**config.mk**
```make
export PLATFORM = sky130hd
export DESIGN_NAME = chase_tp_saver
export DESIGN_NICKNAME = d
export VERILOG_FILES = /design/src/design/chase_pkg.sv /design/src/design/candidate_merge.sv /design/src/design/candidate_bank.sv /design/src/design/llr_fetch.sv /design/src/design/best_pattern_select.sv /design/src/design/chase_tp_saver.sv
export SDC_FILE = /design/constraint.sdc
export NUM_CORES = 1
export LEC_CHECK = 0
export ABC_CLOCK_PERIOD_IN_PS = 9000
export BUFFER_PORTS_ARGS = -buffer_cell sky130_fd_sc_hd__buf_4
export CAP_MARGIN = 20
export CORE_MARGIN = 10
export CORE_UTILIZATION = 55
export CTS_CLUSTER_SIZE = 20
export DETAILED_ROUTE_END_ITERATION = 8
export MAX_ROUTING_LAYER = met4
export PLACE_DENSITY = 0.81
export RECOVER_POWER = 50
export REMOVE_ABC_BUFFERS = 1
export SKIP_LAST_GASP = 1
export SLEW_MARGIN = 25
export SYNTH_ARGS = -nofsm -noshare
export SYNTH_HDL_FRONTEND = slang
export SYNTH_SLANG_ARGS = --single-unit
export TNS_END_PERCENT = 30
```
**constraint.sdc**
```tcl
create_clock -name i_clk -period 9 [get_ports i_clk]
set_input_delay 1.8 -clock i_clk [delete_from_list [all_inputs] [get_ports i_clk]]
set_output_delay 1.8 -clock i_clk [all_outputs]
set_load 0.05 [all_outputs]
```
**src/design/chase_pkg.sv**
```systemverilog
`default_nettype none

package chase_pkg;

    localparam int POS_W    = 10;
    localparam int LLR_W    = 7;
    localparam int SUM_W    = 10;
    localparam int MAX_ERR  = 2;
    localparam int NUM_FLIP = 2;
    localparam int NUM_TP   = 4;
    localparam int CAND_LEN = 4;
    localparam int MEM_LAT  = 2;

    typedef logic [POS_W-1:0]          pos_t;
    typedef logic [LLR_W-1:0]          llr_t;
    typedef logic [SUM_W-1:0]          sum_t;
    typedef logic [$clog2(NUM_TP)-1:0] tp_idx_t;
    // 0 = no slot, 1..4 name a stored candidate
    typedef logic [2:0]                slot_t;

    // empty entry, sorts behind every real position
    localparam pos_t POS_NONE = '1;

    // one hard-decoder result
    typedef struct packed {
        pos_t [MAX_ERR-1:0] loc;
        logic [2:0]         num_err;
        logic               correct;
    } tp_in_t;

    typedef struct packed {
        pos_t [NUM_FLIP-1:0] pos;
    } flip_pair_t;

    typedef struct packed {
        pos_t [MAX_ERR-1:0] addr;
    } addr_pair_t;

    typedef struct packed {
        llr_t [MAX_ERR-1:0] data;
    } llr_pair_t;

    // pos[0] holds the smallest position
    typedef struct packed {
        pos_t [CAND_LEN-1:0] pos;
        logic [2:0]          count;
    } cand_t;

    typedef cand_t [NUM_TP-1:0] cand_bank_t;

endpackage

`default_nettype wire

```
**src/design/candidate_merge.sv**
```systemverilog
`timescale 1ns/1ps
`default_nettype none

module candidate_merge (
    input  chase_pkg::tp_in_t     i_tp,
    input  chase_pkg::flip_pair_t i_flip,
    input  chase_pkg::tp_idx_t    i_tp_idx,
    output chase_pkg::cand_t      o_cand
);

    chase_pkg::pos_t [chase_pkg::CAND_LEN-1:0] merged;
    chase_pkg::pos_t [chase_pkg::CAND_LEN-1:0] st1;
    chase_pkg::pos_t [chase_pkg::CAND_LEN-1:0] st2;
    chase_pkg::pos_t [chase_pkg::CAND_LEN-1:0] st3;

    // returns {smaller, larger}
    function automatic logic [2*chase_pkg::POS_W-1:0] order2(
        input chase_pkg::pos_t a,
        input chase_pkg::pos_t b
    );
        return (a > b) ? {b, a} : {a, b};
    endfunction

    // error locations first, then the flips of this pattern
    always_comb begin
        for (int i = 0; i < chase_pkg::MAX_ERR; i++) begin
            if (i_tp.num_err > i) begin
                merged[i] = i_tp.loc[i];
            end else begin
                merged[i] = chase_pkg::POS_NONE;
            end
        end
        for (int j = 0; j < chase_pkg::NUM_FLIP; j++) begin
            if (i_tp_idx[j]) begin
                merged[chase_pkg::MAX_ERR + j] = i_flip.pos[j];
            end else begin
                merged[chase_pkg::MAX_ERR + j] = chase_pkg::POS_NONE;
            end
        end
    end

    // five compare-exchange sorting network
    always_comb begin
        {st1[0], st1[1]} = order2(merged[0], merged[1]);
        {st1[2], st1[3]} = order2(merged[2], merged[3]);
        {st2[0], st2[2]} = order2(st1[0], st1[2]);
        {st2[1], st2[3]} = order2(st1[1], st1[3]);
        st3[0] = st2[0];
        st3[3] = st2[3];
        {st3[1], st3[2]} = order2(st2[1], st2[2]);
    end

    always_comb begin
        o_cand.pos   = st3;
        o_cand.count = i_tp.num_err + 3'(i_tp_idx[0]) + 3'(i_tp_idx[1]);
    end

endmodule

`default_nettype wire

```
**src/design/candidate_bank.sv**
```systemverilog
`timescale 1ns/1ps
`default_nettype none

module candidate_bank (
    input  logic                  i_clk,
    input  logic                  i_rst_n,
    input  logic                  i_clear,
    input  logic                  i_tp_valid,
    input  logic                  i_correct,
    input  chase_pkg::cand_t      i_cand,
    output chase_pkg::tp_idx_t    o_tp_idx,
    output chase_pkg::slot_t      o_next_slot,
    output chase_pkg::cand_bank_t o_cand,
    output chase_pkg::slot_t      o_num_saved
);

    logic room_left;

    assign room_left = o_num_saved < 3'(chase_pkg::NUM_TP);

    // slot number a correct pattern arriving now would receive
    assign o_next_slot = o_num_saved + 3'd1;

    // pattern number advances on every pulse
    always_ff @(posedge i_clk) begin
        if (!i_rst_n || i_clear) begin
            o_tp_idx <= '0;
        end else if (i_tp_valid) begin
            o_tp_idx <= o_tp_idx + 1'b1;
        end
    end

    // correct patterns fill slots in arrival order
    always_ff @(posedge i_clk) begin
        if (!i_rst_n || i_clear) begin
            o_num_saved <= '0;
        end else if (i_tp_valid && i_correct && room_left) begin
            o_num_saved <= o_num_saved + 3'd1;
        end
    end

    always_ff @(posedge i_clk) begin
        if (!i_rst_n || i_clear) begin
            for (int s = 0; s < chase_pkg::NUM_TP; s++) begin
                o_cand[s].pos   <= {chase_pkg::CAND_LEN{chase_pkg::POS_NONE}};
                o_cand[s].count <= '0;
            end
        end else if (i_tp_valid && i_correct && room_left) begin
            o_cand[o_num_saved[1:0]] <= i_cand;
        end
    end

endmodule

`default_nettype wire

```
**src/design/llr_fetch.sv**
```systemverilog
`timescale 1ns/1ps
`default_nettype none

module llr_fetch (
    input  logic                  i_clk,
    input  logic                  i_rst_n,
    input  logic                  i_clear,
    input  logic                  i_flip_valid,
    input  chase_pkg::flip_pair_t i_flip,
    input  logic                  i_tp_valid,
    input  chase_pkg::tp_in_t     i_tp,
    input  chase_pkg::tp_idx_t    i_tp_idx,
    input  chase_pkg::slot_t      i_slot,
    input  chase_pkg::llr_pair_t  i_llr_mem_data,
    output chase_pkg::addr_pair_t o_llr_mem_addr,
    output logic                  o_metric_valid,
    output logic                  o_metric_correct,
    output chase_pkg::slot_t      o_metric_slot,
    output chase_pkg::sum_t       o_metric_sum
);

    // what a read in flight belongs to
    typedef struct packed {
        logic                valid;
        logic                flip;
        logic                correct;
        chase_pkg::slot_t    slot;
        chase_pkg::tp_idx_t  tp_idx;
        logic [2:0]          num_err;
    } tag_t;

    logic flip_valid_q;
    logic flip_rise;
    tag_t tag_in;
    tag_t tag_out;
    tag_t [chase_pkg::MEM_LAT-1:0] tag_q;
    chase_pkg::llr_t [chase_pkg::NUM_FLIP-1:0] flip_llr;

    assign flip_rise = i_flip_valid && !flip_valid_q;

    // the flip read never meets a pattern pulse
    assign o_llr_mem_addr.addr = flip_rise ? i_flip.pos : i_tp.loc;

    always_comb begin
        tag_in.valid   = i_tp_valid;
        tag_in.flip    = flip_rise;
        tag_in.correct = i_tp.correct;
        tag_in.slot    = i_slot;
        tag_in.tp_idx  = i_tp_idx;
        tag_in.num_err = i_tp.num_err;
    end

    always_ff @(posedge i_clk) begin
        if (!i_rst_n) begin
            flip_valid_q <= 1'b0;
        end else begin
            flip_valid_q <= i_flip_valid;
        end
    end

    always_ff @(posedge i_clk) begin
        if (!i_rst_n || i_clear) begin
            tag_q <= '0;
        end else begin
            tag_q[0] <= tag_in;
            for (int k = 1; k < chase_pkg::MEM_LAT; k++) begin
                tag_q[k] <= tag_q[k-1];
            end
        end
    end

    assign tag_out = tag_q[chase_pkg::MEM_LAT-1];

    // weak-position reliabilities stay for the whole codeword
    always_ff @(posedge i_clk) begin
        if (!i_rst_n || i_clear) begin
            flip_llr <= '0;
        end else if (tag_out.flip) begin
            flip_llr <= i_llr_mem_data.data;
        end
    end

    always_comb begin
        o_metric_sum = '0;
        for (int i = 0; i < chase_pkg::MAX_ERR; i++) begin
            if (tag_out.num_err > i) begin
                o_metric_sum = o_metric_sum + chase_pkg::sum_t'(i_llr_mem_data.data[i]);
            end
        end
        for (int j = 0; j < chase_pkg::NUM_FLIP; j++) begin
            if (tag_out.tp_idx[j]) begin
                o_metric_sum = o_metric_sum + chase_pkg::sum_t'(flip_llr[j]);
            end
        end
    end

    assign o_metric_valid   = tag_out.valid;
    assign o_metric_correct = tag_out.correct;
    assign o_metric_slot    = tag_out.slot;

endmodule

`default_nettype wire

```
**src/design/best_pattern_select.sv**
```systemverilog
`timescale 1ns/1ps
`default_nettype none

module best_pattern_select (
    input  logic             i_clk,
    input  logic             i_rst_n,
    input  logic             i_clear,
    input  logic             i_metric_valid,
    input  logic             i_metric_correct,
    input  chase_pkg::slot_t i_metric_slot,
    input  chase_pkg::sum_t  i_metric_sum,
    output chase_pkg::slot_t o_best_slot,
    output logic             o_done
);

    chase_pkg::sum_t min_sum;
    logic [2:0]      metric_cnt;

    always_ff @(posedge i_clk) begin
        if (!i_rst_n || i_clear) begin
            min_sum     <= '1;
            o_best_slot <= '0;
        end else if (i_metric_valid && i_metric_correct && (i_metric_sum < min_sum)) begin
            // strict compare, a tie keeps the earlier slot
            min_sum     <= i_metric_sum;
            o_best_slot <= i_metric_slot;
        end
    end

    // uncorrectable patterns count toward completion too
    always_ff @(posedge i_clk) begin
        if (!i_rst_n || i_clear) begin
            metric_cnt <= '0;
            o_done     <= 1'b0;
        end else begin
            if (i_metric_valid) begin
                metric_cnt <= metric_cnt + 3'd1;
            end
            if (metric_cnt == 3'(chase_pkg::NUM_TP)) begin
                o_done <= 1'b1;
            end
        end
    end

endmodule

`default_nettype wire

```
**src/design/chase_tp_saver.sv**
```systemverilog
`timescale 1ns/1ps
`default_nettype none

module chase_tp_saver (
    input  logic                  i_clk,
    input  logic                  i_rst_n,
    input  logic                  i_clear,
    input  logic                  i_tp_valid,
    input  chase_pkg::tp_in_t     i_tp,
    input  logic                  i_flip_valid,
    input  chase_pkg::flip_pair_t i_flip,
    output chase_pkg::addr_pair_t o_llr_mem_addr,
    input  chase_pkg::llr_pair_t  i_llr_mem_data,
    output chase_pkg::cand_bank_t o_cand,
    output chase_pkg::slot_t      o_num_saved,
    output chase_pkg::slot_t      o_best_slot,
    output logic                  o_done
);

    chase_pkg::tp_idx_t tp_idx;
    chase_pkg::slot_t   next_slot;
    chase_pkg::cand_t   merged_cand;
    logic               metric_valid;
    logic               metric_correct;
    chase_pkg::slot_t   metric_slot;
    chase_pkg::sum_t    metric_sum;

    candidate_merge candidate_merge_inst (
        .i_tp     (i_tp),
        .i_flip   (i_flip),
        .i_tp_idx (tp_idx),
        .o_cand   (merged_cand)
    );

    candidate_bank candidate_bank_inst (
        .i_clk       (i_clk),
        .i_rst_n     (i_rst_n),
        .i_clear     (i_clear),
        .i_tp_valid  (i_tp_valid),
        .i_correct   (i_tp.correct),
        .i_cand      (merged_cand),
        .o_tp_idx    (tp_idx),
        .o_next_slot (next_slot),
        .o_cand      (o_cand),
        .o_num_saved (o_num_saved)
    );

    llr_fetch llr_fetch_inst (
        .i_clk            (i_clk),
        .i_rst_n          (i_rst_n),
        .i_clear          (i_clear),
        .i_flip_valid     (i_flip_valid),
        .i_flip           (i_flip),
        .i_tp_valid       (i_tp_valid),
        .i_tp             (i_tp),
        .i_tp_idx         (tp_idx),
        .i_slot           (next_slot),
        .i_llr_mem_data   (i_llr_mem_data),
        .o_llr_mem_addr   (o_llr_mem_addr),
        .o_metric_valid   (metric_valid),
        .o_metric_correct (metric_correct),
        .o_metric_slot    (metric_slot),
        .o_metric_sum     (metric_sum)
    );

    best_pattern_select best_pattern_select_inst (
        .i_clk            (i_clk),
        .i_rst_n          (i_rst_n),
        .i_clear          (i_clear),
        .i_metric_valid   (metric_valid),
        .i_metric_correct (metric_correct),
        .i_metric_slot    (metric_slot),
        .i_metric_sum     (metric_sum),
        .o_best_slot      (o_best_slot),
        .o_done           (o_done)
    );

endmodule

`default_nettype wire

```
# ---- Word-level counts from Yosys, hierarchy flattened
# Index checks and enable logic that the tools add are counted.
dict set report op_classes {
  addsub 8
  magnitude_cmp 13
  n_eq_ne 1
  muxes 17
  reduce_logical 9
}
# operator n
set ops {}
lappend ops {{$bwmux W172} 1}
lappend ops {{$mux W20} 6}
lappend ops {{$demux W43 S2} 1}
lappend ops {{$mux W10} 7}
lappend ops {{$gt A10 B10 Y1} 5}
lappend ops {{$mux W43} 1}
lappend ops {{$add A10 B7 Y10} 2}
lappend ops {{$gt A3 B1 Y1 const B} 4}
lappend ops {{$lt A10 B10 Y1} 1}
lappend ops {{$add A7 B7 Y8} 1}
lappend ops {{$mux W7} 1}
lappend ops {{$add A3 B1 Y3} 2}
lappend ops {{$add A3 B1 Y3 const B} 2}
lappend ops {{$logic_and A1 B1 Y1} 6}
lappend ops {{$eq A3 B3 Y1 const B} 1}
lappend ops {{$lt A2 B3 Y1 const B} 1}
lappend ops {{$lt A3 B3 Y1 const B} 1}
lappend ops {{$add A2 B1 Y2 const B} 1}
lappend ops {{$ge A2 B1 Y1 const B} 1}
lappend ops {{$logic_not A1 Y1} 2}
lappend ops {{$logic_or A1 B1 Y1} 1}
dict set report totals {
  ff_bits 231
  in_bits 63
  output_inout_bits 199
  wordCells 89
}

# ---- Depth between registers and ports, before layout
dict set report logic_depth {
  ltp_word 10
  depth_mapped 33
  mapped_depth_nobuf 29
}

# ---- By module
# From an unflattened synthesis, not the netlist that was laid out.
dict set report hier_totals {
  hier_cells 1556
  hier_area_um2 14745.4
}
# mod n_inst cells_per_inst area_per_inst_um2 seq_area_each_um2
set modules_own_cells {}
lappend modules_own_cells {candidate_bank 1 664 7716.2 3543.4}
lappend modules_own_cells {candidate_merge 1 484 3326.9 0.0}
lappend modules_own_cells {llr_fetch 1 298 2725.1 740.7}
lappend modules_own_cells {best_pattern_select 1 110 977.2 340.3}

# ---- Worst setup path after synthesis
# Ideal clock, no wire load.
dict set report synth_path {
  path_type {in2reg}
  startpoint {in i_tp[1] (netlist bit)}
  endpoint {reg candidate_bank_inst.o_cand[18] (netlist name)}
  setup_ns 0.070
  t_arrival_ns 7.985
  t_required_ns 8.930
  setup_slack_ns 0.945
  cell_stages 29
  path_buffers 3
  cell_sequence {nor3_1 nor2_1 inv_1 ha_1 a211oi_2 o22ai_1 or4b_4 a21boi_4 buf_6 o21ai_2 and2_1 ha_1 o21a_1 o21a_1 o21a_1 o211ai_1 clkbuf_1 a211oi_1 a31oi_1 inv_1 ha_1 nand4_1 a21oi_1 a211oi_1 o21ai_0 and2_1 clkbuf_1 mux2_2 o21ai_1}
}
dict set report synth_between {
  elab_chain_len 9
  elab_cells_between_ends 13
  cone_classes {order compare (6); mux (7)}
}
# item line_no
set synth_lines {}
lappend synth_lines {{from (decl)} chase_tp_saver.sv:9} ;# input chase_pkg::tp_in_t i_tp,
lappend synth_lines {{$gt A3 B1 Y1} candidate_merge.sv:27} ;# if (i_tp.num_err > i) begin
lappend synth_lines {{$mux W10} candidate_merge.sv:27}
lappend synth_lines {{$gt A10 B10 Y1} candidate_merge.sv:21} ;# return (a > b) ? {b, a} : {a, b};
lappend synth_lines {{$mux W20 (*)} candidate_merge.sv:21}
lappend synth_lines {{$gt A10 B10 Y1} candidate_merge.sv:21}
lappend synth_lines {{$mux W20} candidate_merge.sv:21}
lappend synth_lines {{$gt A10 B10 Y1} candidate_merge.sv:21}
lappend synth_lines {{$mux W20 (*)} candidate_merge.sv:21}
lappend synth_lines {{$bwmux W172 (*)} candidate_bank.sv:49} ;# o_cand[o_num_saved[1:0]] <= i_cand;
# Mark *: on every way between the ends. The rest lies on a longest branch, timed or not.
# A chain may end at the register's enable or synchronous reset.

# ---- Worst setup path after layout
dict set report layout_path {
  startpoint {in i_tp[3] (netlist bit)}
  endpoint {reg candidate_bank_inst.o_cand[74] (netlist name)}
}
dict set report layout_between {
  elab_chain_len 9
  elab_cells_between_ends 13
  cone_classes {order compare (6); mux (7)}
}
# item line_no
set layout_lines {}
lappend layout_lines {{$gt A3 B1 Y1} candidate_merge.sv:27}
lappend layout_lines {{$mux W10} candidate_merge.sv:27}
lappend layout_lines {{$gt A10 B10 Y1} candidate_merge.sv:21}
lappend layout_lines {{$mux W20 (*)} candidate_merge.sv:21}
lappend layout_lines {{$gt A10 B10 Y1} candidate_merge.sv:21}
lappend layout_lines {{$mux W20} candidate_merge.sv:21}
lappend layout_lines {{$gt A10 B10 Y1} candidate_merge.sv:21}
lappend layout_lines {{$mux W20 (*)} candidate_merge.sv:21}
lappend layout_lines {{$bwmux W172 (*)} candidate_bank.sv:49}
# Marks and branches as above.

==> run summary <==
die width - 170.0 um
sequential share of the synthesized area - 0.3736
synthesized area - 0.01238 mm2
DRC - 0
wire per inst - 20.56 um
cts hold-fix bufs - 0
predominant post-synthesis flop cell - dfxtp_1
CTS sink cnt - 231
n_diodes - 0
std cell rows - 54
# placed instances - 1,913
drt first pass iters - 5
status - complete, but fails checks
first-pass GRT wire length - 62,520 um
Setup Buffers After CTS - 0
Tcrit/Tclk final - 0.9083
post-synthesis area per instance - 8.567 um2
CP Max Fanout - 13
Max stage delay on crit path - 570 ps
pwr/cell area - 181.1 mW/mm2
GRT overflow - 0
vias per std cell - 5.945
fin crit period - 8175 ps
TritonCTS buffer count - 25
Vias - 11,629
Post-synth top cells - 231 x dfxtp_1, 143 x nand2_1, 122 x a21oi_1
Setup CP Type - in2reg
most frequent cell after synthesis - dfxtp_1
Total Wirelength - 40,210 um
Synth area leaders - dfxtp_1 37%, ha_1 8.7%, o211ai_1 5.0%, a21oi_1 4.9%, nand2_1 4.3%
dpl ws - 414.6 ps
post-synthesis cell type count - 69
die height - 170.0 um
vias in the first global route - 11,565
Crit-path slowest cell - or4b_4
final setup fails - 0
starting density of the core - 0.5638
CP required - 9450 ps
YS warnings - 0
antenna-violating nets left - 0
Synth Register Bits - 231
Synth top area share - 0.3736
area grow syn2layout - 17.90%
register clock-pin slew on the reported worst setup and hold paths - 60 ps
initial antenna violation count - 0
Post-synth EDFFs - 0
non-filler cells, final - 1,956
core area - 0.02196 mm2
RSZ-0062 raised after global routing - false
htree depth - 1
async set-reset flop share out of synthesis - 0
NumNets Final - 1,813
Ports - 262
Synth area leader - dfxtp_1
Critical path buffers and inverters - 5
Crit path max-delay family - compound AO/OA/AOI/OAI gates
reg2reg setup slack - 1660 ps
FMAX - 122.3 MHz
Final Max Tran Viols - 86
Placer Congestion - 1.068
LEAKAGE - 6.447 nW
die area - 0.02891 mm2
Worst-Skew Late Latency - 520 ps
clk buf depth - 3
CTS Root Cell - clkbuf_16
measured slew at the worst slew-check pin - 2225 ps
Hold Path Class - reg2reg
clock skew - 12.87 ps
Max transition margin - -0.4865
Port-buffer cells - 261
drt initial violations - 1,030
Setup WS post-layout - 825.4 ps
Overall Global Routing Usage - 0.2738
largest net degree at the start of global routing - 81
Fin. Hold Viols - 0
max_cap viols - 2
Worst VDD drop - 0.1291 mV
startpoint types - input pin
Critical Path AT - 8620 ps
Synth Instances - 1,445
CTS tree - yes
layout cells sized above 1 - 0.1331
hpwl dp - 30,200 um
CP endpoint kind - flip-flop
failing checks - max-capacitance violations, max-slew violations
cts repair resizes - 0
-- routing by layer --
metal  track usage  share of wire  up-vias
met5             -              0        -
met1        0.3303           0.42     5487
li1              -              -     5594
met4       0.09306          0.036        0
met3       0.05345          0.073       83
met2        0.4497           0.47      465
-- power by group --
| part | leakage, nW | switching (W) | internal [W] | total (W) |
|---|---|---|---|---|
| clock | 0.379 | 0.000410 | 0.000581 | 0.000990 |
| combinational | 4.20 | 0.000402 | 0.000209 | 0.000611 |
| sequential | 1.87 | 0.00000693 | 0.00103 | 0.00104 |
| total | 6.45 | 0.000819 | 0.00182 | 0.00264 |
-- layout make-up --
type,instances,area [um2]
multi-input cells,1046,7106
repair buffers,285,1464
well taps,280,350.3
clock buffers,37,720.7
flip-flops and latches,231,4624
inverters,71,266.5
fillers,1982,7363
clock inverters,6,63.81
-- flip-flops by register name, indices dropped and copies added, names as in the netlist, 3 cells and up --
register / cells
best_pattern_select_inst.min_sum: 10
candidate_bank_inst.o_num_saved: 3
best_pattern_select_inst.o_best_slot: 3
candidate_bank_inst.o_cand: 172
llr_fetch_inst.flip_llr: 14
llr_fetch_inst.o_metric_slot: 3
llr_fetch_inst.tag_q: 11
best_pattern_select_inst.metric_cnt: 3
llr_fetch_inst.tag_out: 6
-- worst register-to-register path: cells and delay by family (launching register included) --
kind            cells  cell delay [ps]
fa+ha+maj           5             1560
mux                 1              230
compound gates     12             2590
simple gates        9             2130
xor+xnor            2              320
flops               1              320
-- kinds of logic after synthesis --
group	Yosys count	synth area share
AND/OR/NAND/NOR	388	0.1447
buffers and inverters	168	0.05387
multiplexers	77	0.07580
XOR/XNOR	17	0.01203
adder cells (fa/ha/maj)	90	0.09339
flip-flops	231	0.3736
AO/OA/AOI/OAI	474	0.2466
-- stage by stage --
stage | utilization | instance area [um2] | total power, W | hold WS (ps) | TNS (ps)
floorplan | - | 11980 | 0.001466 | 405.7 | -86870
global placement | 0.6604 | 14500 | 0.001665 | 408.3 | 0
detailed placement | 0.6604 | 14500 | 0.001670 | 412.3 | 0
CTS | 0.6961 | 15290 | 0.002654 | 425.5 | 0
global route | 0.6647 | 14600 | 0.002740 | 443.2 | 0
finish | 0.6647 | 14600 | 0.002643 | 423.8 | 0
-- cells in the final DEF (no fill, tap or decap), types with 71 or more instances in the layout --
master and count:
nand2_1 139, inv_1 71, nor2_1 101, o21ai_1 73, ha_1 86, buf_4 105
a21oi_1 122, clkbuf_1 187, dfxtp_1 231, o211ai_1 83
-- final timing paths --
| check | start | endpoint | depth (start not counted) |
|---|---|---|---|
| worst max-delay path | i_tp[3] | candidate_bank_inst.o_cand[74]$_SDFFE_PP1P_ | 29 |
| worst min-delay path | llr_fetch_inst.tag_q[3]$_SDFF_PP0_ | llr_fetch_inst.tag_out[3]$_SDFF_PP0_ | 1 |
| worst max register to register | llr_fetch_inst.tag_out[2]$_SDFF_PP0_ | best_pattern_select_inst.min_sum[0]$_SDFFE_PP1P_ | 29 |
| worst min register to register | llr_fetch_inst.tag_q[3]$_SDFF_PP0_ | llr_fetch_inst.tag_out[3]$_SDFF_PP0_ | 1 |
Note: power is estimated with default switching activity, not from simulation.
